--- src/logic/mem_arb_macros.svh ---
`ifndef MEM_ARB_MACROS_SVH
`define MEM_ARB_MACROS_SVH

// Byte address width
`define MEM_ADDR_W 32

// Data width, strobe is one bit per byte
`define MEM_DATA_W 64

// Words in the SRAM
`define MEM_DEPTH 256

// Burst length field, 0 is one beat and 1 is two beats
`define MEM_LEN_W 1

`endif

--- src/logic/mem_arb_pkg.sv ---
package mem_arb_pkg;

    // Grant owner for both arbiters
    typedef enum logic [1:0] {
        ARB_IDLE,
        ARB_M1,
        ARB_M2
    } arb_state_e;

    // SRAM sequencer
    typedef enum logic [1:0] {
        SRAM_IDLE,
        SRAM_READ,
        SRAM_WRESP
    } sram_state_e;

    // AXI response encoding
    typedef enum logic [1:0] {
        RESP_OKAY   = 2'd0,
        RESP_SLVERR = 2'd2
    } axi_resp_e;

endpackage

--- src/logic/axi_rd_if.sv ---
`timescale 1ns/1ps
`include "mem_arb_macros.svh"

interface axi_rd_if import mem_arb_pkg::*; ();

    logic                   ar_valid;
    logic                   ar_ready;
    logic [`MEM_ADDR_W-1:0] ar_addr;
    logic [`MEM_LEN_W-1:0]  ar_len;

    logic                   r_valid;
    logic                   r_ready;
    logic [`MEM_DATA_W-1:0] r_data;
    axi_resp_e              r_resp;
    logic                   r_last;

    modport master (
        output ar_valid, ar_addr, ar_len, r_ready,
        input  ar_ready, r_valid, r_data, r_resp, r_last
    );

    modport slave (
        input  ar_valid, ar_addr, ar_len, r_ready,
        output ar_ready, r_valid, r_data, r_resp, r_last
    );

endinterface

--- src/logic/read_arbiter.sv ---
`timescale 1ns/1ps
`include "mem_arb_macros.svh"

module read_arbiter import mem_arb_pkg::*; (
    input  logic                    clk,
    input  logic                    rst,

    input  logic                    m1_ar_valid_i,
    input  logic [`MEM_ADDR_W-1:0]  m1_ar_addr_i,
    input  logic [`MEM_LEN_W-1:0]   m1_ar_len_i,
    input  logic                    m1_r_ready_i,
    output logic                    m1_ar_ready_o,
    output logic                    m1_r_valid_o,
    output logic [`MEM_DATA_W-1:0]  m1_r_data_o,
    output axi_resp_e               m1_r_resp_o,
    output logic                    m1_r_last_o,

    input  logic                    m2_ar_valid_i,
    input  logic [`MEM_ADDR_W-1:0]  m2_ar_addr_i,
    input  logic [`MEM_LEN_W-1:0]   m2_ar_len_i,
    input  logic                    m2_r_ready_i,
    output logic                    m2_ar_ready_o,
    output logic                    m2_r_valid_o,
    output logic [`MEM_DATA_W-1:0]  m2_r_data_o,
    output axi_resp_e               m2_r_resp_o,
    output logic                    m2_r_last_o,

    axi_rd_if.master                mem
);

    arb_state_e grant_q;
    arb_state_e grant_d;
    logic       sel_m1;
    logic       sel_m2;
    logic       burst_done;

    assign sel_m1     = (grant_q == ARB_M1);
    assign sel_m2     = (grant_q == ARB_M2);
    assign burst_done = mem.r_valid & mem.r_ready & mem.r_last;

    // Fetch wins ties, grant passes on at burst end
    always_comb begin
        grant_d = grant_q;
        case (grant_q)
            ARB_IDLE: begin
                if (m1_ar_valid_i) begin
                    grant_d = ARB_M1;
                end else if (m2_ar_valid_i) begin
                    grant_d = ARB_M2;
                end
            end
            ARB_M1: begin
                if (burst_done) begin
                    grant_d = m2_ar_valid_i ? ARB_M2 : ARB_IDLE;
                end
            end
            ARB_M2: begin
                if (burst_done) begin
                    grant_d = m1_ar_valid_i ? ARB_M1 : ARB_IDLE;
                end
            end
            default: grant_d = ARB_IDLE;
        endcase
    end

    always_ff @(posedge clk) begin
        if (rst) begin
            grant_q <= ARB_IDLE;
        end else begin
            grant_q <= grant_d;
        end
    end

    assign mem.ar_valid = sel_m1 ? m1_ar_valid_i : (sel_m2 ? m2_ar_valid_i : 1'b0);
    assign mem.ar_addr  = sel_m2 ? m2_ar_addr_i : m1_ar_addr_i;
    assign mem.ar_len   = sel_m2 ? m2_ar_len_i : m1_ar_len_i;
    assign mem.r_ready  = sel_m1 ? m1_r_ready_i : (sel_m2 ? m2_r_ready_i : 1'b0);

    // Ungranted side sees nothing
    assign m1_ar_ready_o = sel_m1 & mem.ar_ready;
    assign m1_r_valid_o  = sel_m1 & mem.r_valid;
    assign m1_r_data_o   = sel_m1 ? mem.r_data : '0;
    assign m1_r_resp_o   = sel_m1 ? mem.r_resp : RESP_OKAY;
    assign m1_r_last_o   = sel_m1 & mem.r_last;

    assign m2_ar_ready_o = sel_m2 & mem.ar_ready;
    assign m2_r_valid_o  = sel_m2 & mem.r_valid;
    assign m2_r_data_o   = sel_m2 ? mem.r_data : '0;
    assign m2_r_resp_o   = sel_m2 ? mem.r_resp : RESP_OKAY;
    assign m2_r_last_o   = sel_m2 & mem.r_last;

    // A pending beat keeps its owner
    a_grant_held: assert property (@(posedge clk) disable iff (rst)
        mem.r_valid && !mem.r_ready |=> $stable(grant_q));

endmodule

--- src/flat_wrapper.sv ---
// flat-port wrapper written by rule: the top's interface ports become plain ports
module read_arbiter_flat import mem_arb_pkg::*;
  (clk, rst, m1_ar_valid_i, m1_ar_addr_i, m1_ar_len_i, m1_r_ready_i, m1_ar_ready_o, m1_r_valid_o, m1_r_data_o, m1_r_resp_o, m1_r_last_o, m2_ar_valid_i, m2_ar_addr_i, m2_ar_len_i, m2_r_ready_i, m2_ar_ready_o, m2_r_valid_o, m2_r_data_o, m2_r_resp_o, m2_r_last_o, mem_ar_valid, mem_ar_addr, mem_ar_len, mem_r_ready, mem_ar_ready, mem_r_valid, mem_r_data, mem_r_resp, mem_r_last);
  axi_rd_if mem_i ();
  input  logic clk;
  input  logic rst;
  input  logic m1_ar_valid_i;
  input  logic [`MEM_ADDR_W-1:0] m1_ar_addr_i;
  input  logic [`MEM_LEN_W-1:0] m1_ar_len_i;
  input  logic m1_r_ready_i;
  output logic m1_ar_ready_o;
  output logic m1_r_valid_o;
  output logic [`MEM_DATA_W-1:0] m1_r_data_o;
  output axi_resp_e m1_r_resp_o;
  output logic m1_r_last_o;
  input  logic m2_ar_valid_i;
  input  logic [`MEM_ADDR_W-1:0] m2_ar_addr_i;
  input  logic [`MEM_LEN_W-1:0] m2_ar_len_i;
  input  logic m2_r_ready_i;
  output logic m2_ar_ready_o;
  output logic m2_r_valid_o;
  output logic [`MEM_DATA_W-1:0] m2_r_data_o;
  output axi_resp_e m2_r_resp_o;
  output logic m2_r_last_o;
  output wire logic [$bits(mem_i.ar_valid)-1:0] mem_ar_valid;
  output wire logic [$bits(mem_i.ar_addr)-1:0] mem_ar_addr;
  output wire logic [$bits(mem_i.ar_len)-1:0] mem_ar_len;
  output wire logic [$bits(mem_i.r_ready)-1:0] mem_r_ready;
  input wire logic [$bits(mem_i.ar_ready)-1:0] mem_ar_ready;
  input wire logic [$bits(mem_i.r_valid)-1:0] mem_r_valid;
  input wire logic [$bits(mem_i.r_data)-1:0] mem_r_data;
  input wire logic [$bits(mem_i.r_resp)-1:0] mem_r_resp;
  input wire logic [$bits(mem_i.r_last)-1:0] mem_r_last;
  assign mem_ar_valid = mem_i.ar_valid;
  assign mem_ar_addr = mem_i.ar_addr;
  assign mem_ar_len = mem_i.ar_len;
  assign mem_r_ready = mem_i.r_ready;
  assign mem_i.ar_ready = mem_ar_ready;
  assign mem_i.r_valid = mem_r_valid;
  assign mem_i.r_data = mem_r_data;
  assign mem_i.r_resp = mem_r_resp;
  assign mem_i.r_last = mem_r_last;
  read_arbiter u_core (.clk(clk), .rst(rst), .m1_ar_valid_i(m1_ar_valid_i), .m1_ar_addr_i(m1_ar_addr_i), .m1_ar_len_i(m1_ar_len_i), .m1_r_ready_i(m1_r_ready_i), .m1_ar_ready_o(m1_ar_ready_o), .m1_r_valid_o(m1_r_valid_o), .m1_r_data_o(m1_r_data_o), .m1_r_resp_o(m1_r_resp_o), .m1_r_last_o(m1_r_last_o), .m2_ar_valid_i(m2_ar_valid_i), .m2_ar_addr_i(m2_ar_addr_i), .m2_ar_len_i(m2_ar_len_i), .m2_r_ready_i(m2_r_ready_i), .m2_ar_ready_o(m2_ar_ready_o), .m2_r_valid_o(m2_r_valid_o), .m2_r_data_o(m2_r_data_o), .m2_r_resp_o(m2_r_resp_o), .m2_r_last_o(m2_r_last_o), .mem(mem_i));
endmodule
--- config.mk ---
export PLATFORM = sky130hd
export DESIGN_NAME = read_arbiter_flat
export DESIGN_NICKNAME = d
export VERILOG_FILES = /design/src/logic/mem_arb_pkg.sv /design/src/logic/axi_rd_if.sv /design/src/logic/read_arbiter.sv /design/src/flat_wrapper.sv
export VERILOG_INCLUDE_DIRS = /design/src /design/src/logic
export SDC_FILE = /design/constraint.sdc
export NUM_CORES = 1
export LEC_CHECK = 0
export BUFFER_PORTS_ARGS = -buffer_cell sky130_fd_sc_hd__buf_2
export CAP_MARGIN = 30
export CORE_AREA = 8 8 116 118
export DETAILED_ROUTE_END_ITERATION = 10
export DIE_AREA = 0 0 124 126
export PLACE_DENSITY = 0.52
export RECOVER_POWER = 100
export REMOVE_ABC_BUFFERS = 1
export SKIP_CTS_REPAIR_TIMING = 1
export SLEW_MARGIN = 25
export SYNTH_ARGS = -nofsm -noshare
export SYNTH_HDL_FRONTEND = slang
export SYNTH_SLANG_ARGS = --single-unit
--- constraint.sdc ---
create_clock -name clk -period 3.7 [get_ports clk]
set_clock_uncertainty 0.05 [all_clocks]
set_input_delay 0.74 -clock clk [delete_from_list [all_inputs] [get_ports clk]]
set_output_delay 0.74 -clock clk [all_outputs]
set_load 0.01 [all_outputs]
# --- Word-level counts from Yosys, hierarchy flattened ---
# Cells that the tools add are included.
word_totals:
  latchBits: 0
  mem_count: 0
  mem_bits_rw: 0
  input_bits: 141
  elab_cells: 33
  mem_bits_ro: 0
  regBits: 2
classes:
  eq_ne: 5
  order_cmp: 0
  muxes: 17
  shift: 0
  n_addsub: 0
  n_div: 0
  bitwise_logic: 8
  multipliers: 0
  reduce_logical: 2
op_table:
  columns: ["op", "count"]
  rows:
  - ["two-way mux 64 bit", 2]
  - ["two-way mux 32 bit", 1]
  - ["two-way mux 2 bit", 7]
  - ["AND 1 bit", 8]
  - ["two-way mux 1 bit", 6]
  - ["case mux 2 bit (3 select lines)", 1]
  - ["inequality test 2 bit (second input constant)", 2]
  - ["inequality test 3 bit (second input constant)", 1]
  - ["AND reduction 3 bit", 1]
  - ["equality test 2 x 1 -> 1 bit (second input constant)", 1]
  - ["equality test 2 bit (second input constant)", 1]
  - ["zero test 2 bit", 1]

# --- Logic depth before layout (Yosys ltp) ---
# Gate-level depths: netlist of the first run.
logic_depth:
  word_depth: 7
  ltp_mapped: 5
  ltp_nobuf: 3

# --- Worst setup path before layout of the first run ---
# Ideal clock, no wire load.
synth_path:
  path_kind: "reg-to-output"
  startpoint: "register u_core.grant_q[1]"
  endpoint: "output mem_ar_addr[0]"
  slack_ns: 1.817
  required_ns: 2.910
  t_arrival_ns: 1.093
  stages_incl_launch_ff: 5
  path_cell_list: "dfxtp_1 nor2b_4 buf_6 buf_6 mux2_2"
synth_between:
  elab_chain_len: 2
synth_lines:
  columns: ["item", "line_no", "rtl"]
  rows:
  - ["start, declared", "read_arbiter.sv:31", "arb_state_e grant_q;"]
  - ["start signal, assigned", "read_arbiter.sv:70", "grant_q <= grant_d;"]
  - ["equality test 2 bit", "read_arbiter.sv:38", "assign sel_m2 = (grant_q == ARB_M2);"]
  - ["two-way mux 32 bit", "read_arbiter.sv:75", "assign mem.ar_addr = sel_m2 ? m2_ar_addr_i : m1_ar_addr_i;"]
  - ["end, declared", "flat_wrapper.sv:26", "output wire logic [$bits(mem_i.ar_addr)-1:0] mem_ar_addr;"]
# Every way passes these cells.

# --- Final worst setup path of the first run ---
layout_path:
  startpoint: "register u_core.grant_q[0]"
  endpoint: "output m1_r_data_o[12]"
layout_between:
  elab_chain_len: 2
layout_lines:
  columns: ["item", "line_no", "rtl"]
  rows:
  - ["equality test 2 x 1 -> 1 bit", "read_arbiter.sv:37", "assign sel_m1 = (grant_q == ARB_M1);"]
  - ["two-way mux 64 bit", "read_arbiter.sv:82", "assign m1_r_data_o = sel_m1 ? mem.r_data : '0;"]
  - ["end, declared", "flat_wrapper.sv:13", "output logic [`MEM_DATA_W-1:0] m1_r_data_o;"]
# Every way passes these cells.

==> reports/qor.csv, run 1 <==
stage,metric,value,unit
cts,clk sink count,2,
critical_path,critical path class,flip-flop to output port,
critical_path,"critical path fanouts, max",44,
logic_synthesis,post-synthesis sequential area ratio,2.56,%
die,Die H,126,µm
cts,worst-skew pair later-pin latency,220,ps
die,row cnt,40,
worst_hold_path,Hold Path Depth,2,
critical_path,critical path's slowest cell,clkbuf_2,
critical_path,"Buf+Inv Stages, Crit Path",2,
routing,Starting DRT DRC Count,39,
cts,CTS tree,yes,
timing,Setup TNS,0,ps
timing,# setup viols final,0,
worst_hold_path,HP Class,flip-flop to flip-flop,
timing,period utilization,78.2,%
finish,Largest Register,u_core.grant_q,
logic_synthesis,post-synthesis cell area,1570,µm²
grt,pin count of the biggest net entering global routing,57,
routing,Post-route DRC,0,
routing,Vias,2502,
critical_path,CP arrival,2100,ps
power_and_ir_drop,Power Density,191,nW/µm²
finish,max FFs per register,2,
critical_path,reg-to-reg startpoint,u_core.grant_q[1],
die,Top Ports,314,
die,chip width,124,µm
power_and_ir_drop,part of the power in registers,4.5,%
logic_synthesis,Synth Warn #,0,
place,Port-buffer cells,313,
power_and_ir_drop,peak supply drop,94.6,µV
timing,worst relative slew slack,50.8,%
critical_path,"reg-to-reg slack, setup",2250,ps
place,hpwl dp,8400,µm
timing,Peak Freq,346,MHz
critical_path,required time worst endpoint,2910,ps
finish,Non-Filler Instances,655,
critical_path,cells on worst reg2reg path,4,
routing,remaining antenna violation count,0,
job,Max Cap Viol,0,
worst_hold_path,Hold EP,u_core.grant_q[0],
finish,area growth from synthesis to layout,95.1,%
worst_hold_path,Worst Hold Launch,u_core.grant_q[0],
critical_path,FF-to-FF End,u_core.grant_q[1],
cts,clock root cell,clkbuf_16,
power_and_ir_drop,Net Sw Frac,41.1,%
finish,Ant. Diodes,0,
timing,worst-margin pin slew,738,ps
routing,detailed-route vias per instance,3.82,
die,Initial Util,13.4,%
logic_synthesis,Yosys reg bits,2,
logic_synthesis,library cells used by synthesis,21,
timing,max-slew violation count,0,
place,placed cells,652,
finish,Layout fillers,1391,
power_and_ir_drop,Lkg Pwr,0.00152,µW
critical_path,cell family with most CP delay,buffers and inverters,
place,last weighted congestion value of the routability-driven placer,0.748,
logic_synthesis,syn avg cell area,7.50,µm²
power_and_ir_drop,Net Switching,240,µW
logic_synthesis,gate count of the mapped netlist,209,
finish,layout cell share with drive strength beyond 1,42.5,%
die,die area,15600,µm²
grt,vias in the first global route,2621,
grt,first-pass GRT wire length,13400,µm
critical_path,max incr delay on CP,610,ps
routing,DR WL/cell,14.2,µm
run_status,status,finished clean,
logic_synthesis,area fraction of the dominant cell type after synthesis,55.1,%
finish,largest registers,u_core.grant_q x2,
critical_path,crit path cell chain,"nor2b_4, clkbuf_2, and2_1, clkbuf_1",
cts,Clock Path Buffers,2,
power_and_ir_drop,combinational power share,67.1,%
routing,Pre-Repair DR Iteration Count,4,
timing,unrepaired setup endpoints after global routing,no,
die,CORE AREA,11700,µm²
finish,Multi-input gate area,1330,µm²
logic_synthesis,cell taking the most area after synthesis,and2_1,
critical_path,crit end category,output port,
timing,Final Hold Fails,0,
cts,H-tree Lvls,1,
critical_path,startpoint types,flip-flop,
cts,CTS Buf Count,3,
grt,initial antenna violation count,0,
cts,"CTS clk-pin slew, worst paths",30,ps
routing,routed wire length,9290,µm
finish,flip-flop and latch area,40.0,µm²
grt,Total Routing Usage GR,10.4,%
logic_synthesis,top area cells in the synthesized netlist,"and2_1 55%, mux2_2 20%, buf_6 6.5%, mux2_4 4.8%, dfxtp_1 2.6%",
power_and_ir_drop,clock network power share,28.4,%
power_and_ir_drop,Internal Power,344,µW
timing,fin crit period,2890,ps
grt,gr ovfl total,0,
finish,final net count,651,
power_and_ir_drop,power after layout,584,µW
[layout make-up]
cell class | instances | area share [%]
repair buffers | 316 | 46.4
clock buffers | 3 | 2.46
inverters | 2 | 0.246
well taps | 147 | 6.02
multi-input cells | 185 | 43.6
flip-flops and latches | 2 | 1.31
[Yosys cell counts, drive strengths merged]
library cell and count:
a21oi 1, a211o 1, inv 2, clkbuf 7, nor2 1, nand4 1
nand2b 1, and3 1, a22o 2, o211ai 1, buf 13, dfxtp 2
nand3 3, mux2 33, nor2b 2, and2 138
[cell families (layout without fill, tap and decap cells)]
kind of cell | Yosys count | in the layout | synth area share [%]
buffers and inverters | 22 | 321 | 11.3
AO/OA/AOI/OAI | 5 | 5 | 2.48
multiplexers | 33 | 33 | 24.9
flip-flops | 2 | 2 | 2.56
AND/OR/NAND/NOR | 147 | 147 | 58.8
[worst max-delay path by stage]
stage / from / to / slack [ps] / cells past startpoint
global route: u_core.grant_q[0] / m1_r_data_o[36] / 540 / 4
finish: u_core.grant_q[0] / m1_r_data_o[12] / 810 / 4
global placement: u_core.grant_q[0] / m1_r_data_o[8] / 1260 / 4
detailed placement: u_core.grant_q[0] / m1_r_data_o[12] / 1220 / 4
floorplan: u_core.grant_q[0] / mem_ar_valid / 570 / 2
CTS: u_core.grant_q[0] / m1_r_data_o[12] / 980 / 4
[power groups by stage]
stage               Combinational, µW  Clock, µW  Sequential [µW]
finish                            392        166             26.4
floorplan                         206          0             26.3
global route                      433        170             27.0
CTS                               431        169             27.2
global placement                  427          0             27.0
detailed placement                430          0             27.5
[per-stage QoR]
stage	cell area, µm²	util [%]	hold WS (ps)	worst slack, ps
6_report	3060	26.1	521	808
5_1_grt	3060	26.1	565	541
4_1_cts	3250	27.8	579	984
3_5_place_dp	3180	27.1	575	1220
3_3_place_gp	3180	27.1	552	1260
2_1_floorplan	1400	-	502	570
[cells in the final DEF, fill, tap and decap left out, types with 2 or more instances in the layout]
cell type and count:
clkbuf_16 3, clkbuf_1 132, buf_2 181, a22o_1 2, clkbuf_2 2, and2_1 105, mux2_1 5, inv_1 2
mux2_2 28, dfxtp_1 2, and2_0 33, nand3_1 3
[worst min-delay path: cells and delay by family, from the launching register on]
| kind | cells | cell delay (ps) |
|---|---|---|
| compound gates | 2 | 160 |
| flops | 1 | 360 |
[layer usage]
layer	global-route usage [%]	vias up	wire, µm
met5	0	-	0
met2	20.9	162	4970
met4	1.68	0	45
met3	3.49	5	1240
li1	-	1254	-
met1	9.78	1081	3040
Note: power is estimated with default switching activity, not from simulation.
==> run 2: changes to the inputs <==
CORE_AREA = 8 8 117 119   (was 8 8 116 118)
DIE_AREA = 0 0 125 127   (was 0 0 124 126)
clock period = 2.86 ns   (was 3.7 ns; I/O delays follow)
==> run 2 against run 1 <==
Via count rose by 2.2%. Clock power rose by 30%. Routed wire length grew 4.1%. Utilization decreased by 0.15 points. Total power rose by 31%. Largest cell class unchanged.
==> reports/qor.csv, run 2 (synthesized netlist as in run 1, its figures left out) <==
stage,metric,value,unit,change
finish,Largest Register,u_core.grant_q,,unchanged
cts,worst-skew pair later-pin latency,220,ps,about the same
timing,Final Hold Fails,0,,unchanged
power_and_ir_drop,Net Switching,314,µW,was 240 µW
cts,clk sink count,2,,unchanged
cts,Clock Path Buffers,2,,unchanged
routing,DR WL/cell,14.8,µm,was 14.2 µm
finish,max FFs per register,2,,unchanged
critical_path,cells on worst reg2reg path,4,,unchanged
grt,initial antenna violation count,0,,unchanged
power_and_ir_drop,Internal Power,450,µW,was 344 µW
finish,"commonest non-fill, non-tap cell in the layout",buf_2,,unchanged
power_and_ir_drop,combinational power share,67.3,%,was 67.1%
finish,Ant. Diodes,0,,unchanged
timing,period utilization,86.6,%,
die,die area,15900,µm²,was 15600 µm²
power_and_ir_drop,peak supply drop,133,µV,was 94.6 µV
place,Port-buffer cells,313,,unchanged
timing,max-slew violation count,0,,unchanged
critical_path,"reg-to-reg slack, setup",1420,ps,was 2250 ps
timing,worst-margin pin slew,553,ps,was 738 ps
grt,pin count of the biggest net entering global routing,54,,was 57
job,Max Cap Viol,0,,unchanged
place,hpwl dp,8650,µm,was 8400 µm
critical_path,critical path class,flip-flop to output port,,unchanged
die,Die H,127,µm,was 126 µm
run_status,status,finished clean,,unchanged
power_and_ir_drop,Power Density,249,nW/µm²,was 191 nW/µm²
critical_path,max incr delay on CP,450,ps,was 610 ps
critical_path,FF-to-FF End,u_core.grant_q[1],,unchanged
timing,# setup viols final,0,,unchanged
critical_path,startpoint types,flip-flop,,unchanged
place,last weighted congestion value of the routability-driven placer,0.795,,was 0.748
cts,CTS tree,yes,,unchanged
grt,Total Routing Usage GR,10.7,%,was 10.4%
grt,first-pass GRT wire length,14400,µm,was 13400 µm
critical_path,required time worst endpoint,2240,ps,was 2910 ps
critical_path,crit end category,output port,,unchanged
routing,Vias,2557,,was 2502
cts,CTS Buf Count,3,,unchanged
finish,layout cell share with drive strength beyond 1,41.1,%,was 42.5%
worst_hold_path,Hold Path Depth,2,,unchanged
routing,Post-route DRC,0,,unchanged
timing,fin crit period,2480,ps,
critical_path,"Buf+Inv Stages, Crit Path",2,,unchanged
critical_path,reg-to-reg startpoint,u_core.grant_q[1],,unchanged
routing,detailed-route vias per instance,3.90,,was 3.82
finish,area growth from synthesis to layout,95.7,%,was 95.1%
finish,final net count,651,,unchanged
worst_hold_path,Hold EP,u_core.grant_q[0],,unchanged
grt,vias in the first global route,2755,,was 2621
routing,remaining antenna violation count,0,,unchanged
routing,Starting DRT DRC Count,64,,was 39
die,Initial Util,13.3,%,was 13.4%
die,Top Ports,314,,unchanged
cts,H-tree Lvls,1,,unchanged
power_and_ir_drop,Lkg Pwr,0.00151,µW,was 0.00152 µW
timing,unrepaired setup endpoints after global routing,no,,unchanged
finish,most frequent cells in the layout,"174 x buf_2, 139 x clkbuf_1, 113 x and2_1, 28 x mux2_2, 25 x and2_0",,"was 181 x buf_2, 132 x clkbuf_1, 105 x and2_1, 33 x and2_0, 28 x mux2_2"
finish,Layout fillers,1385,,was 1391
timing,worst relative slew slack,63.1,%,was 50.8%
die,row cnt,40,,unchanged
die,CORE AREA,11800,µm²,was 11700 µm²
worst_hold_path,HP Class,input port to flip-flop,,was flip-flop to flip-flop
cts,"CTS clk-pin slew, worst paths",30,ps,about the same
timing,Setup TNS,0,ps,unchanged
critical_path,CP arrival,1850,ps,was 2100 ps
power_and_ir_drop,part of the power in registers,4.5,%,about the same
power_and_ir_drop,clock network power share,28.2,%,was 28.4%
power_and_ir_drop,Net Sw Frac,41.1,%,about the same
critical_path,crit path cell chain,"nor2b_1, buf_4, mux2_2, clkbuf_1",,"was nor2b_4, clkbuf_2, and2_1, clkbuf_1"
die,chip width,125,µm,was 124 µm
grt,gr ovfl total,0,,unchanged
power_and_ir_drop,power after layout,764,µW,was 584 µW
routing,routed wire length,9670,µm,was 9290 µm
worst_hold_path,Worst Hold Launch,rst,,was u_core.grant_q[0]
critical_path,cell family with most CP delay,buffers and inverters,,unchanged
timing,Peak Freq,404,MHz,
critical_path,"critical path fanouts, max",53,,was 44
critical_path,critical path's slowest cell,buf_4,,was clkbuf_2
cts,clock root cell,clkbuf_16,,unchanged
routing,Pre-Repair DR Iteration Count,3,,was 4
finish,largest registers,u_core.grant_q x2,,unchanged
-- run 2: layer usage --
layer,wire length [µm],vias up,GRT usage [%]
met5,0,-,0
met4,20,0,1.07
met3,1210,2,5.32
met2,4860,174,20.6
met1,3590,1124,10.5
li1,-,1257,-
-- run 2: stage by stage --
step | utilization (%) | cells | area [µm²] | hold WS [ps] | worst slack, ps
global route | 26.0 | 655 | 3070 | 514 | 257
detailed placement | 27.0 | 652 | 3190 | 586 | 671
finish | 26.0 | 655 | 3070 | 489 | 383
global placement | 27.0 | 652 | 3190 | 577 | 728
floorplan | - | 189 | 1400 | 502 | -102
CTS | 27.6 | 655 | 3270 | 483 | 423
-- run 2: area by class of cell --
cell class	instances	area, µm²	share of cell area (%)
repair buffers	316	1430	46.6
multi-input cells	185	1330	43.4
well taps	147	184	6.00
clock buffers	3	75.1	2.45
flip-flops and latches	2	40.0	1.31
inverters	2	7.51	0.245
-- run 2: worst max-delay path by stage --
stage | cells past startpoint | startpoint | endpoint
6_report | 4 | u_core.grant_q[1] | mem_ar_addr[28]
5_1_grt | 4 | u_core.grant_q[1] | mem_ar_addr[5]
4_1_cts | 4 | u_core.grant_q[1] | mem_ar_addr[6]
3_5_place_dp | 4 | u_core.grant_q[1] | mem_ar_addr[6]
3_3_place_gp | 4 | u_core.grant_q[1] | mem_ar_addr[28]
2_1_floorplan | 2 | u_core.grant_q[0] | mem_ar_valid
-- run 2: power groups by stage --
stage | combinational [µW] | clock (µW) | sequential (µW)
finish | 514 | 215 | 34.6
global route | 564 | 220 | 35.1
CTS | 563 | 221 | 35.2
detailed placement | 561 | 0 | 35.5
global placement | 555 | 0 | 35.2
floorplan | 267 | 0 | 34.0
