## config.mk

```make
export PLATFORM = sky130hd
export DESIGN_NAME = write_arbiter_flat
export DESIGN_NICKNAME = d
export VERILOG_FILES = /design/src/logic/mem_arb_pkg.sv /design/src/logic/axi_wr_if.sv /design/src/logic/write_arbiter.sv /design/src/flat_wrapper.sv
export VERILOG_INCLUDE_DIRS = /design/src /design/src/logic
export SDC_FILE = /design/constraint.sdc
export NUM_CORES = 1
export LEC_CHECK = 0
export ABC_AREA = 1
export ABC_CLOCK_PERIOD_IN_PS = 1300
export BUFFER_PORTS_ARGS = -buffer_cell sky130_fd_sc_hd__buf_2
export CAP_MARGIN = 20
export CELL_PAD_IN_SITES_DETAIL_PLACEMENT = 0
export CELL_PAD_IN_SITES_GLOBAL_PLACEMENT = 1
export CORE_MARGIN = 5
export CORE_UTILIZATION = 11
export DETAILED_ROUTE_END_ITERATION = 10
export GPL_ROUTABILITY_DRIVEN = 0
export HOLD_SLACK_MARGIN = 0.02
export PLACE_DENSITY = 0.82
export SLEW_MARGIN = 20
export SYNTH_ARGS = -nofsm -noshare
export SYNTH_HDL_FRONTEND = slang
export SYNTH_SLANG_ARGS = --single-unit
```

## constraint.sdc

```tcl
create_clock -name clk -period 1.3 [get_ports clk]
set_input_delay 0.13 -clock clk [delete_from_list [all_inputs] [get_ports clk]]
set_output_delay 0.13 -clock clk [all_outputs]
set_load 0.01 [all_outputs]
```

## src/logic/mem_arb_macros.svh

```systemverilog
`ifndef MEM_ARB_MACROS_SVH
`define MEM_ARB_MACROS_SVH

// Byte address width
`define MEM_ADDR_W 32

// Data width, strobe is one bit per byte
`define MEM_DATA_W 64

// Words in the SRAM
`define MEM_DEPTH 256

// Burst length field, 0 is one beat and 1 is two beats
`define MEM_LEN_W 1

`endif

```

## src/logic/mem_arb_pkg.sv

```systemverilog
package mem_arb_pkg;

    // Grant owner for both arbiters
    typedef enum logic [1:0] {
        ARB_IDLE,
        ARB_M1,
        ARB_M2
    } arb_state_e;

    // SRAM sequencer
    typedef enum logic [1:0] {
        SRAM_IDLE,
        SRAM_READ,
        SRAM_WRESP
    } sram_state_e;

    // AXI response encoding
    typedef enum logic [1:0] {
        RESP_OKAY   = 2'd0,
        RESP_SLVERR = 2'd2
    } axi_resp_e;

endpackage

```

## src/logic/axi_wr_if.sv

```systemverilog
`timescale 1ns/1ps
`include "mem_arb_macros.svh"

interface axi_wr_if import mem_arb_pkg::*; ();

    logic                       aw_valid;
    logic                       aw_ready;
    logic [`MEM_ADDR_W-1:0]     aw_addr;

    logic                       w_valid;
    logic                       w_ready;
    logic [`MEM_DATA_W-1:0]     w_data;
    logic [`MEM_DATA_W/8-1:0]   w_strb;

    logic                       b_valid;
    logic                       b_ready;
    axi_resp_e                  b_resp;

    modport master (
        output aw_valid, aw_addr, w_valid, w_data, w_strb, b_ready,
        input  aw_ready, w_ready, b_valid, b_resp
    );

    modport slave (
        input  aw_valid, aw_addr, w_valid, w_data, w_strb, b_ready,
        output aw_ready, w_ready, b_valid, b_resp
    );

endinterface

```

## src/logic/write_arbiter.sv

```systemverilog
`timescale 1ns/1ps
`include "mem_arb_macros.svh"

module write_arbiter import mem_arb_pkg::*; (
    input  logic                        clk,
    input  logic                        rst,

    input  logic                        m1_aw_valid_i,
    input  logic [`MEM_ADDR_W-1:0]      m1_aw_addr_i,
    input  logic                        m1_w_valid_i,
    input  logic [`MEM_DATA_W-1:0]      m1_w_data_i,
    input  logic [`MEM_DATA_W/8-1:0]    m1_w_strb_i,
    input  logic                        m1_b_ready_i,
    output logic                        m1_aw_ready_o,
    output logic                        m1_w_ready_o,
    output logic                        m1_b_valid_o,
    output axi_resp_e                   m1_b_resp_o,

    input  logic                        m2_aw_valid_i,
    input  logic [`MEM_ADDR_W-1:0]      m2_aw_addr_i,
    input  logic                        m2_w_valid_i,
    input  logic [`MEM_DATA_W-1:0]      m2_w_data_i,
    input  logic [`MEM_DATA_W/8-1:0]    m2_w_strb_i,
    input  logic                        m2_b_ready_i,
    output logic                        m2_aw_ready_o,
    output logic                        m2_w_ready_o,
    output logic                        m2_b_valid_o,
    output axi_resp_e                   m2_b_resp_o,

    axi_wr_if.master                    mem
);

    arb_state_e grant_q;
    arb_state_e grant_d;
    logic       sel_m1;
    logic       sel_m2;
    logic       b_done;

    assign sel_m1 = (grant_q == ARB_M1);
    assign sel_m2 = (grant_q == ARB_M2);
    assign b_done = mem.b_valid & mem.b_ready;

    // Load/store wins ties
    always_comb begin
        grant_d = grant_q;
        case (grant_q)
            ARB_IDLE: begin
                if (m2_aw_valid_i) begin
                    grant_d = ARB_M2;
                end else if (m1_aw_valid_i) begin
                    grant_d = ARB_M1;
                end
            end
            ARB_M1: begin
                if (b_done) begin
                    grant_d = m2_aw_valid_i ? ARB_M2 : ARB_IDLE;
                end
            end
            ARB_M2: begin
                if (b_done) begin
                    grant_d = m1_aw_valid_i ? ARB_M1 : ARB_IDLE;
                end
            end
            default: grant_d = ARB_IDLE;
        endcase
    end

    always_ff @(posedge clk) begin
        if (rst) begin
            grant_q <= ARB_IDLE;
        end else begin
            grant_q <= grant_d;
        end
    end

    assign mem.aw_valid = sel_m1 ? m1_aw_valid_i : (sel_m2 ? m2_aw_valid_i : 1'b0);
    assign mem.aw_addr  = sel_m2 ? m2_aw_addr_i : m1_aw_addr_i;
    assign mem.w_valid  = sel_m1 ? m1_w_valid_i : (sel_m2 ? m2_w_valid_i : 1'b0);
    assign mem.w_data   = sel_m2 ? m2_w_data_i : m1_w_data_i;
    assign mem.w_strb   = sel_m2 ? m2_w_strb_i : m1_w_strb_i;
    assign mem.b_ready  = sel_m1 ? m1_b_ready_i : (sel_m2 ? m2_b_ready_i : 1'b0);

    assign m1_aw_ready_o = sel_m1 & mem.aw_ready;
    assign m1_w_ready_o  = sel_m1 & mem.w_ready;
    assign m1_b_valid_o  = sel_m1 & mem.b_valid;
    assign m1_b_resp_o   = sel_m1 ? mem.b_resp : RESP_OKAY;

    assign m2_aw_ready_o = sel_m2 & mem.aw_ready;
    assign m2_w_ready_o  = sel_m2 & mem.w_ready;
    assign m2_b_valid_o  = sel_m2 & mem.b_valid;
    assign m2_b_resp_o   = sel_m2 ? mem.b_resp : RESP_OKAY;

    // Controller only answers while a master owns the channel
    a_b_owned: assert property (@(posedge clk) disable iff (rst)
        mem.b_valid |-> grant_q != ARB_IDLE);

endmodule

```

## src/flat_wrapper.sv

```systemverilog
// flat-port wrapper written by rule: the top's interface ports become plain ports
module write_arbiter_flat import mem_arb_pkg::*;
  (clk, rst, m1_aw_valid_i, m1_aw_addr_i, m1_w_valid_i, m1_w_data_i, m1_w_strb_i, m1_b_ready_i, m1_aw_ready_o, m1_w_ready_o, m1_b_valid_o, m1_b_resp_o, m2_aw_valid_i, m2_aw_addr_i, m2_w_valid_i, m2_w_data_i, m2_w_strb_i, m2_b_ready_i, m2_aw_ready_o, m2_w_ready_o, m2_b_valid_o, m2_b_resp_o, mem_aw_valid, mem_aw_addr, mem_w_valid, mem_w_data, mem_w_strb, mem_b_ready, mem_aw_ready, mem_w_ready, mem_b_valid, mem_b_resp);
  axi_wr_if mem_i ();
  input  logic clk;
  input  logic rst;
  input  logic m1_aw_valid_i;
  input  logic [`MEM_ADDR_W-1:0] m1_aw_addr_i;
  input  logic m1_w_valid_i;
  input  logic [`MEM_DATA_W-1:0] m1_w_data_i;
  input  logic [`MEM_DATA_W/8-1:0] m1_w_strb_i;
  input  logic m1_b_ready_i;
  output logic m1_aw_ready_o;
  output logic m1_w_ready_o;
  output logic m1_b_valid_o;
  output axi_resp_e m1_b_resp_o;
  input  logic m2_aw_valid_i;
  input  logic [`MEM_ADDR_W-1:0] m2_aw_addr_i;
  input  logic m2_w_valid_i;
  input  logic [`MEM_DATA_W-1:0] m2_w_data_i;
  input  logic [`MEM_DATA_W/8-1:0] m2_w_strb_i;
  input  logic m2_b_ready_i;
  output logic m2_aw_ready_o;
  output logic m2_w_ready_o;
  output logic m2_b_valid_o;
  output axi_resp_e m2_b_resp_o;
  output wire logic [$bits(mem_i.aw_valid)-1:0] mem_aw_valid;
  output wire logic [$bits(mem_i.aw_addr)-1:0] mem_aw_addr;
  output wire logic [$bits(mem_i.w_valid)-1:0] mem_w_valid;
  output wire logic [$bits(mem_i.w_data)-1:0] mem_w_data;
  output wire logic [$bits(mem_i.w_strb)-1:0] mem_w_strb;
  output wire logic [$bits(mem_i.b_ready)-1:0] mem_b_ready;
  input wire logic [$bits(mem_i.aw_ready)-1:0] mem_aw_ready;
  input wire logic [$bits(mem_i.w_ready)-1:0] mem_w_ready;
  input wire logic [$bits(mem_i.b_valid)-1:0] mem_b_valid;
  input wire logic [$bits(mem_i.b_resp)-1:0] mem_b_resp;
  assign mem_aw_valid = mem_i.aw_valid;
  assign mem_aw_addr = mem_i.aw_addr;
  assign mem_w_valid = mem_i.w_valid;
  assign mem_w_data = mem_i.w_data;
  assign mem_w_strb = mem_i.w_strb;
  assign mem_b_ready = mem_i.b_ready;
  assign mem_i.aw_ready = mem_aw_ready;
  assign mem_i.w_ready = mem_w_ready;
  assign mem_i.b_valid = mem_b_valid;
  assign mem_i.b_resp = mem_b_resp;
  write_arbiter u_core (.clk(clk), .rst(rst), .m1_aw_valid_i(m1_aw_valid_i), .m1_aw_addr_i(m1_aw_addr_i), .m1_w_valid_i(m1_w_valid_i), .m1_w_data_i(m1_w_data_i), .m1_w_strb_i(m1_w_strb_i), .m1_b_ready_i(m1_b_ready_i), .m1_aw_ready_o(m1_aw_ready_o), .m1_w_ready_o(m1_w_ready_o), .m1_b_valid_o(m1_b_valid_o), .m1_b_resp_o(m1_b_resp_o), .m2_aw_valid_i(m2_aw_valid_i), .m2_aw_addr_i(m2_aw_addr_i), .m2_w_valid_i(m2_w_valid_i), .m2_w_data_i(m2_w_data_i), .m2_w_strb_i(m2_w_strb_i), .m2_b_ready_i(m2_b_ready_i), .m2_aw_ready_o(m2_aw_ready_o), .m2_w_ready_o(m2_w_ready_o), .m2_b_valid_o(m2_b_valid_o), .m2_b_resp_o(m2_b_resp_o), .mem(mem_i));
endmodule
```

Yosys cells after proc, flatten, opt, wreduce, memory -nomap -nowiden --
Index checks and enable logic that the tools add are counted.
Word-level totals: register bits after elaboration 2, logic and storage cells 33, output and inout bits 117
Cells by class: reduce and logical (&&, ||, !) cells 2, mux-type cells 18, bitwise logic cells 7, equality and inequality tests 5
Operators by type and width (number):
- 64-bit 2-to-1 mux | 1
- 32-bit 2-to-1 mux | 1
- 2-bit 2-to-1 mux | 7
- 8-bit 2-to-1 mux | 1
- 1-bit bitwise AND | 7
- 1-bit 2-to-1 mux | 7
- 2-bit case mux with 3 select lines | 1
- 2-bit inequality test (second input constant) | 2
- 3-bit inequality test (second input constant) | 1
- 3-bit AND reduction | 1
- 2-bit by 1-bit equality test with 1-bit output (second input constant) | 1
- 2-bit equality test (second input constant) | 1
- 2-bit zero test | 1

Depth between registers and ports, before layout --
Gate-level depths: netlist (run 1).
depth in word-level cells 6, depth in mapped cells 7

Worst setup path after synthesis (run 1) --
OpenSTA, ideal clock, no wires.
path type register -> output, from register u_core.grant_q[1], to output mem_aw_addr[0], path slack 0.213 ns, arrival time 0.957 ns, stages on the path, launching flop included 7, buffers on the path 2, cell sequence dfxtp_1 -> nand2_2 -> inv_2 -> buf_8 -> buf_12 -> nand2_1 -> nand2_1
Between the ends: longest elaborated chain between the ends 2
RTL lines:
- from (decl) | RTL line write_arbiter.sv:33 | arb_state_e grant_q;
- from (signal assigned) | RTL line write_arbiter.sv:72 | grant_q <= grant_d;
- 2-bit equality test | RTL line write_arbiter.sv:40 | assign sel_m2 = (grant_q == ARB_M2);
- 32-bit 2-to-1 mux | RTL line write_arbiter.sv:77 | assign mem.aw_addr = sel_m2 ? m2_aw_addr_i : m1_aw_addr_i;
- to (decl) | RTL line flat_wrapper.sv:28 | output wire logic [$bits(mem_i.aw_addr)-1:0] mem_aw_addr;
Every way passes these cells.

Worst setup path after layout (run 1) --
from register u_core.grant_q[0], to output mem_w_data[37]
Between the ends: longest elaborated chain between the ends 2
RTL lines:
- 2-bit equality test | RTL line write_arbiter.sv:40
- 64-bit 2-to-1 mux | RTL line write_arbiter.sv:79 | assign mem.w_data = sel_m2 ? m2_w_data_i : m1_w_data_i;
- to (decl) | RTL line flat_wrapper.sv:30 | output wire logic [$bits(mem_i.w_data)-1:0] mem_w_data;
Every way passes these cells.

==> impl_metrics.json, run 1 <==
{
  "reg.largest.list": "u_core.grant_q x2",
  "startpoint": "u_core.grant_q[0]",
  "die_w_um": 130,
  "clockBufferDepth": 2,
  "critPathKind": "reg -> out",
  "top_register": "u_core.grant_q",
  "slew_headroom_pct": 88.0,
  "report.final.slew_viol_count": 0,
  "timing.rr.start": "u_core.grant_q[1]",
  "placed_cells": 888,
  "seqCellArea_um2": 45.0,
  "multi_input_area_um2": 1420,
  "crit_required_ps": 1170,
  "netlist_instances": 377,
  "fin_util_pct": 28.1,
  "syn_avg_cell_area_um2": 4.22,
  "grt_use_total_pct": 10.6,
  "dpl.hpwl_um": 8520,
  "power_density_nw_per_um2": 884,
  "worst_pin_slew_ps": 178,
  "ant_nets": 0,
  "wirelength_um": 11500,
  "design_area_um2": 4040,
  "synth_area_um2": 1590,
  "largest_register_ffs": 2,
  "io_buffers": 337,
  "diodes": 0,
  "swShare_pct": 46.9,
  "die_y_um": 130,
  "layout.cells.non_filler": 904,
  "worst_setup_path_start_kind": "register",
  "arrival_ps": 1300,
  "routed_via_density": 3.78,
  "core_area_um2": 14400,
  "antenna_found_initial": 1,
  "dieArea_um2": 17000,
  "dr.pass1.iters": 4,
  "grt_max_degree": 28,
  "post_drt_wl_per_cell_um": 12.8,
  "synth_top_area_share_pct": 75.5,
  "ys_seq_area_share_pct": 2.52,
  "whs_ps": 82.0,
  "cp-end-kind": "primary output",
  "fillers": 1661,
  "comb_power_share_pct": 84.4,
  "vias": 3417,
  "synth.top_cells.by_area": "nand2_1 (76%), buf_12 (5.0%), buf_4 (3.3%)",
  "synth-edff-count": 0,
  "rsz0062_at_grt": "yes",
  "vdd_drop_max_mv": 0.746,
  "clkLatencyLatePin_ps": 220,
  "synth_flop_cell": "dfxtp_1",
  "tns_ps": -8970,
  "cts_buffers": 3,
  "cts_num_sinks": 2,
  "overflow": 0,
  "fp-row-count": 44,
  "hp-class": "in -> reg",
  "cellLeakagePower_uw": 0.00269,
  "period_share_pct": 110,
  "syn_to_final_growth_pct": 154,
  "synth_common_cells": "nand2_1 (320), nor2_1 (11), buf_2 (10)",
  "initial_core_util_pct": 11.1,
  "clk_pin_slew_ps": 30,
  "status": "complete, but fails checks",
  "max-cap-violations": 0,
  "synth_area_leader_cell": "nand2_1",
  "io_pins": 338,
  "cts_tree": "done",
  "drc": 0,
  "final.min_clock_period_ps": 1430,
  "fmax_ghz": 0.699,
  "clockPowerShare_pct": 13.1,
  "pwr-share-seq_pct": 2.5,
  "synthesis.nets": 598,
  "htree_levels": 1,
  "drive_gt1_share_pct": 55.1,
  "finalSetupViolCount": 112,
  "finish.net_count": 943,
  "dpl-instance-area_um2": 3450,
  "setup_ws_ps": -131,
  "p_int_uw": 1900,
  "yosys_warnings": 0,
  "async_flop_share_pct": 0,
  "yosysMostFrequentCell": "nand2_1",
  "cts-root-buf": "clkbuf_16",
  "power_switching_uw": 1680,
  "min_from": "rst",
  "violations": "negative setup slack",
  "ys_types": 17,
  "hold_violations": 0,
  "grt_pass1_vias": 3111,
  "grt_first_pass_wirelength_um": 14600,
  "ys_seq_elements": 2,
  "cp_max_fo": 7,
  "finClkSkew_ps": 4.40,
  "drt_iter0_drc": 171
}
==> timing repair <==
action | in CTS | in global routing
resized for setup | 37 | 36
endpoints found under the setup margin | 116 | 116
pin swaps | 1 | 4
gates cloned | 6 | 4
endpoints found under the hold margin | 0 | 0
buffers inserted | 3 | 0
hold buffers | 0 | 0
==> power by group through the flow <==
stage | clock (uW) | sequential [uW] | combinational [uW]
final | 469 | 89.1 | 3010
after global routing | 479 | 90.7 | 3300
after CTS | 476 | 89.1 | 2810
after global placement | 0 | 80.4 | 2430
after floorplan | 0 | 82.8 | 1350
after detailed placement | 0 | 80.7 | 2420
==> worst max-delay path, stage by stage (launching register included) <==
cell and delay [ps]:
dfxtp_2 330, inv_4 50, nand2_8 100, buf_8 150
clkbuf_16 170, nand2_1 50, nand2_1 80, buf_2 140
==> routing by layer <==
| metal | share of wire (%) | vias up | GRT usage (%) |
|---|---|---|---|
| li1 | - | 1804 | - |
| met1 | 38 | 1439 | 12.7 |
| met2 | 52 | 162 | 20.2 |
| met3 | 8.8 | 10 | 1.31 |
| met4 | 1.0 | 2 | 2.02 |
| met5 | 0.061 | - | 0 |
==> cell type report <==
| class | count | area share, % |
|---|---|---|
| clock buffer | 3 | 1.86 |
| timing repair buffer | 363 | 54.8 |
| inverter | 11 | 1.45 |
| multi-input combinational | 341 | 35.1 |
| sequential | 2 | 1.11 |
| tap | 184 | 5.69 |
==> logic make-up after synthesis <==
group | count (synthesis) | share of synthesized area (%)
buf+inv | 34 | 15.7
compound gates | 4 | 1.57
flops | 2 | 2.52
simple gates | 337 | 80.2
==> stage by stage <==
step / setup slack, ps / total power (uW)
after floorplan: 213 / 1440
after global placement: 86.2 / 2510
after detailed placement: 82.6 / 2500
after CTS: -124 / 3370
after global routing: -176 / 3870
final: -131 / 3570
==> path summary, 6_finish.rpt <==
| path | to | slack (ps) | cells after the start |
|---|---|---|---|
| setup reg to reg | u_core.grant_q[0] | 170 | 8 |
| hold reg to reg | u_core.grant_q[0] | 680 | 4 |
| setup / recovery | mem_w_data[37] | -130 | 7 |
| hold / removal | u_core.grant_q[1] | 80 | 2 |
==> placed cells by master, fill, tap and decap left out <==
cell type	synthesis	routed
a21oi_1	2	2
a22o_1	1	1
buf_12	4	3
buf_16	0	6
buf_2	10	328
buf_4	7	4
buf_6	1	14
buf_8	1	4
clkbuf_16	0	7
dfxtp_2	0	1
dfxtp_4	0	1
inv_1	8	8
inv_12	0	1
inv_4	0	2
nand2_1	320	301
nand2_2	1	14
nand2_4	0	5
nand2_8	0	1
nand3_1	3	3
nand4_1	1	1
nor2_1	11	6
nor2_2	0	2
nor2_4	0	3
nor3_1	1	1
o22ai_2	0	1
(Power assumes the default switching activity.)
==> run 2: changes to the inputs <==
--- a/config.mk
+++ b/config.mk
@@ -15,9 +15,9 @@
 export CORE_MARGIN = 5
 export CORE_UTILIZATION = 11
 export DETAILED_ROUTE_END_ITERATION = 10
-export GPL_ROUTABILITY_DRIVEN = 0
 export HOLD_SLACK_MARGIN = 0.02
 export PLACE_DENSITY = 0.82
+export SKIP_LAST_GASP = 1
 export SLEW_MARGIN = 20
 export SYNTH_ARGS = -nofsm -noshare
 export SYNTH_HDL_FRONTEND = slang
==> run 2 against run 1 <==
Against the previous run: the flow still finishes with violations (negative setup slack); core utilization up 0.29 points; total power is 1.9% higher; clock skew hardly changed; die area unchanged; sequential power hardly changed; clock-buffer cell count unchanged; critical endpoint unchanged.
==> impl_metrics.json, run 2 (synthesized netlist as in run 1, its figures left out) <==
{
  "crit_required_ps": 1170,
  "period_share_pct": 110,
  "dpl-instance-area_um2": 3450,
  "hold_depth": 2,
  "routed_via_density": 3.81,
  "slew_headroom_pct": 84.8,
  "final_common_cell": "buf_2",
  "rrSetupSlack_ps": 170,
  "hp-class": "in -> reg",
  "dr.pass1.iters": 6,
  "post_drt_wl_per_cell_um": 12.9,
  "overflow": 0,
  "die_w_um": 130,
  "rr_worst_depth": 8,
  "diodes": 0,
  "min_from": "rst",
  "setup_ws_ps": -130,
  "io_buffers": 337,
  "antenna_found_initial": 1,
  "place.gp.congestion": 0.839,
  "syn_to_final_growth_pct": 157,
  "fp-row-count": 44,
  "vdd_drop_max_mv": 0.746,
  "reg.largest.list": "u_core.grant_q x2",
  "arrival_ps": 1300,
  "finalSetupViolCount": 111,
  "clk_pin_slew_ps": 30,
  "cp-end-kind": "primary output",
  "cts_num_sinks": 2,
  "cellLeakagePower_uw": 0.00271,
  "dp_slack_ps": 82.6,
  "cts_tree": "done",
  "grt_pass1_vias": 3080,
  "rsz0062_at_grt": "yes",
  "dpl.hpwl_um": 8520,
  "finalPower_uw": 3640,
  "hold_violations": 0,
  "initial_core_util_pct": 11.1,
  "cp_max_fo": 7,
  "violations": "negative setup slack",
  "wirelength_um": 11700,
  "clkLatencyLatePin_ps": 220,
  "status": "complete, but fails checks",
  "core_area_um2": 14400,
  "tns_ps": -8400,
  "grt_max_degree": 28,
  "drive_gt1_share_pct": 54.9,
  "fmax_ghz": 0.699,
  "critPathKind": "reg -> out",
  "grt_use_total_pct": 10.6,
  "report.final.slew_viol_count": 0,
  "timing.rr.start": "u_core.grant_q[1]",
  "cts-root-buf": "clkbuf_16",
  "worst_setup_path_start_kind": "register",
  "cts_buffers": 3,
  "die_y_um": 130,
  "max-cap-violations": 0,
  "mostFrequentLayoutCells": "buf_2 (329), nand2_1 (308), buf_6 (16)",
  "top_register": "u_core.grant_q",
  "vias": 3457,
  "drc": 0,
  "worst_pin_slew_ps": 226,
  "min_to": "u_core.grant_q[1]",
  "finish.net_count": 946,
  "r2r_end": "u_core.grant_q[0]",
  "dieArea_um2": 17000,
  "largest_register_ffs": 2,
  "io_pins": 338,
  "clockBufferDepth": 2,
  "final.min_clock_period_ps": 1430,
  "design_area_um2": 4090,
  "ant_nets": 0,
  "fin_util_pct": 28.4,
  "drt_iter0_drc": 171,
  "htree_levels": 1,
  "finClkSkew_ps": 4.41,
  "grt_first_pass_wirelength_um": 14600,
  "power_density_nw_per_um2": 891
}
==> run 2: critical path, cell delays in order, from the launching register on <==
cell	delay, ps
dfxtp_2	330
inv_4	50
nand2_8	100
buf_8	150
clkbuf_16	170
nand2_1	50
nand2_1	70
buf_2	140
==> run 2: worst max path at each step <==
stage	slack (ps)	start	cells past startpoint	to
2_1_floorplan	210	u_core.grant_q[1]	6	mem_aw_addr[0]
3_3_place_gp	90	u_core.grant_q[0]	7	mem_w_data[30]
3_5_place_dp	80	u_core.grant_q[0]	7	mem_w_data[30]
4_1_cts	-120	u_core.grant_q[0]	6	mem_w_valid
5_1_grt	-170	u_core.grant_q[0]	7	mem_w_data[38]
6_report	-130	u_core.grant_q[0]	7	mem_w_data[37]
==> run 2: what timing repair did <==
item / CTS / global route
pin swaps: 1 / 12
cloned: 6 / 5
buffers inserted: 3 / 2
hold buffers: 0 / 0
gates resized for setup: 26 / 49
setup endpoints to repair: 116 / 116
==> run 2: metrics by stage <==
step / std cells / hold slack [ps]
4_1_cts: 900 / 79.9
5_1_grt: 907 / 82.0
3_5_place_dp: 888 / 324
2_1_floorplan: 377 / 199
6_report: 907 / 79.6
3_3_place_gp: 888 / 323
==> run 2: cell type report <==
type / count / area [um^2]
clock buffers: 3 / 75.1
fillers: 1657 / 10300
inverters: 11 / 62.6
multi-input cells: 341 / 1420
flip-flops and latches: 2 / 45.0
well taps: 184 / 230
repair buffers: 366 / 2260
==> run 2: per-layer routing <==
layer	global-route usage (%)	wire (um)	vias up	share of wire, %
met1	12.7	4400	1452	38
li1	-	-	1809	-
met3	1.31	1060	14	9.1
met4	2.02	134	2	1.1
met5	0	7	-	0.060
met2	20.0	6060	180	52
==> run 2: where the power goes <==
group	internal, uW	switching [uW]	total (uW)
registers	75.3	13.9	89.2
clock network	392	77.7	470
logic	1470	1610	3080
total	1940	1700	3640
==> run 3: changes to the inputs <==
--- a/config.mk
+++ b/config.mk
@@ -17,6 +17,7 @@
 export DETAILED_ROUTE_END_ITERATION = 10
 export HOLD_SLACK_MARGIN = 0.02
 export PLACE_DENSITY = 0.82
+export RECOVER_POWER = 50
 export SKIP_LAST_GASP = 1
 export SLEW_MARGIN = 20
 export SYNTH_ARGS = -nofsm -noshare
==> constraint.sdc (replaced) <==
create_clock -name clk -period 1.3 [get_ports clk]
set_input_delay 0.065 -clock clk [delete_from_list [all_inputs] [get_ports clk]]
set_output_delay 0.065 -clock clk [all_outputs]
set_load 0.01 [all_outputs]
==> run 3 against run 2 <==
Against the previous run: the run still ends with negative setup slack left; critical path type unchanged; critical path depth decreased by 1; highest routed layer unchanged; combinational power decreased by 7.8%; routed wire length decreased by 4.6%; core utilization decreased by 1.5 points.
==> impl_metrics.json, run 3 (synthesized netlist as in run 1, its figures left out) <==
{
  "dpl.hpwl_um": 8400,
  "finalPower_uw": 3390,
  "hold_violations": 0,
  "drt_iter0_drc": 98,
  "fp-row-count": 44,
  "routed_via_density": 3.76,
  "mostFrequentLayoutCells": "buf_2 (330), nand2_1 (312), nor2_1 (10)",
  "hp-class": "in -> reg",
  "period_share_pct": 107,
  "dr.pass1.iters": 6,
  "crit_required_ps": 1240,
  "cpMostUsedCell": "nand2_1",
  "worst_pin_slew_ps": 230,
  "antenna_found_initial": 1,
  "setup_ws_ps": -92.1,
  "timing.rr.start": "u_core.grant_q[1]",
  "post_drt_wl_per_cell_um": 12.4,
  "wirelength_um": 11100,
  "cp-end-kind": "primary output",
  "cpPeakStageDelay_ps": 340,
  "diodes": 0,
  "drc": 0,
  "drive_gt1_share_pct": 52.2,
  "grt_max_degree": 57,
  "rr_worst_depth": 8,
  "die_y_um": 130,
  "final.min_clock_period_ps": 1390,
  "cts_tree": "done",
  "min_from": "mem_b_valid",
  "rrSetupSlack_ps": 140,
  "hold_depth": 4,
  "place.gp.congestion": 0.822,
  "rsz0062_at_grt": "yes",
  "die_w_um": 130,
  "htree_levels": 1,
  "dp_slack_ps": 128,
  "cts-root-buf": "clkbuf_16",
  "vdd_drop_max_mv": 0.759,
  "min_to": "u_core.grant_q[1]",
  "arrival_ps": 1330,
  "cellLeakagePower_uw": 0.00263,
  "clockBufferDepth": 2,
  "status": "complete, but fails checks",
  "fmax_ghz": 0.718,
  "design_area_um2": 3870,
  "finalSetupViolCount": 103,
  "r2r_end": "u_core.grant_q[0]",
  "clk_pin_slew_ps": 30,
  "crit_buf_inv": 3,
  "cts_num_sinks": 2,
  "final_common_cell": "buf_2",
  "report.final.slew_viol_count": 0,
  "grt_use_total_pct": 10.6,
  "vias": 3375,
  "io_buffers": 337,
  "initial_core_util_pct": 11.1,
  "core_area_um2": 14400,
  "reg.largest.list": "u_core.grant_q x2",
  "worst_setup_path_start_kind": "register",
  "dpl-instance-area_um2": 3410,
  "power_density_nw_per_um2": 876,
  "cp_max_fo": 56,
  "critPathKind": "reg -> out",
  "slew_headroom_pct": 84.7,
  "top_register": "u_core.grant_q",
  "worstPathCellList": "inv_4 > nand2_8 > buf_16 > nand2_1 > nand2_1 > buf_2",
  "critical_path.slowest_cell": "dfxtp_2",
  "dieArea_um2": 17000,
  "grt_first_pass_wirelength_um": 14500,
  "clkLatencyLatePin_ps": 220,
  "io_pins": 338,
  "grt_pass1_vias": 2983,
  "finish.net_count": 937,
  "violations": "negative setup slack",
  "syn_to_final_growth_pct": 144,
  "critPathTopFamily": "buffers and inverters",
  "fin_util_pct": 27.0,
  "cts_buffers": 3,
  "overflow": 0,
  "max-cap-violations": 0,
  "largest_register_ffs": 2,
  "ant_nets": 0,
  "finClkSkew_ps": 3.21
}
[run 3: worst max-delay path by stage]
stage	cells after the start	from	slack, ps	to
2_1_floorplan	6	u_core.grant_q[1]	280	mem_aw_addr[0]
6_report	6	u_core.grant_q[0]	-90	mem_w_strb[0]
3_3_place_gp	6	u_core.grant_q[0]	130	mem_w_valid
4_1_cts	6	u_core.grant_q[0]	-90	mem_w_valid
3_5_place_dp	6	u_core.grant_q[0]	130	mem_w_valid
5_1_grt	6	u_core.grant_q[0]	-140	mem_aw_addr[0]
[run 3: where the power goes]
group          switching, uW  internal [uW]
clock network           73.3            392
registers               13.7           75.2
logic                   1520           1320
total                   1600           1790
[run 3: cell type report]
| cell class | instances | area [um^2] |
|---|---|---|
| clock buffer | 3 | 75.1 |
| sequential | 2 | 45.0 |
| tap | 184 | 230 |
| fill | 1659 | 10500 |
| inverter | 11 | 62.6 |
| multi-input combinational | 341 | 1360 |
| timing repair buffer | 357 | 2100 |
[run 3: metrics by stage]
step / cells / hold slack (ps) / TNS, ps
2_1_floorplan: 377 / 134 / 0
3_3_place_gp: 883 / 254 / 0
3_5_place_dp: 883 / 251 / 0
4_1_cts: 895 / 196 / -5300
5_1_grt: 898 / 240 / -10600
6_report: 898 / 201 / -2990
[run 3: repair_timing]
action	CTS	global route
resized for setup	18	22
hold buffers	1	0
pin swaps	1	7
hold endpoints to repair	1	0
gates cloned	5	3
setup buffers	3	0
setup endpoints to repair	109	111
[run 3: metal layers]
metal  routed length, um  part of all wire [%]  global-route usage [%]  vias up
met5                   7                 0.063                       0        -
met4                  73                  0.66                    1.65        2
met3                1090                   9.8                    1.39       10
met2                5920                    53                    20.3      168
met1                4030                    36                    12.7     1407
li1                    -                     -                       -     1788
[run 3: worst reg2reg max path, cell delays in order, from the launching register on]
cell and delay [ps]:
dfxtp_4 350, buf_4 150, inv_4 60, nand3_1 60, nand2_1 90, nand2_1 100, nand2_1 90, nand2_1 50
a21oi_1 130
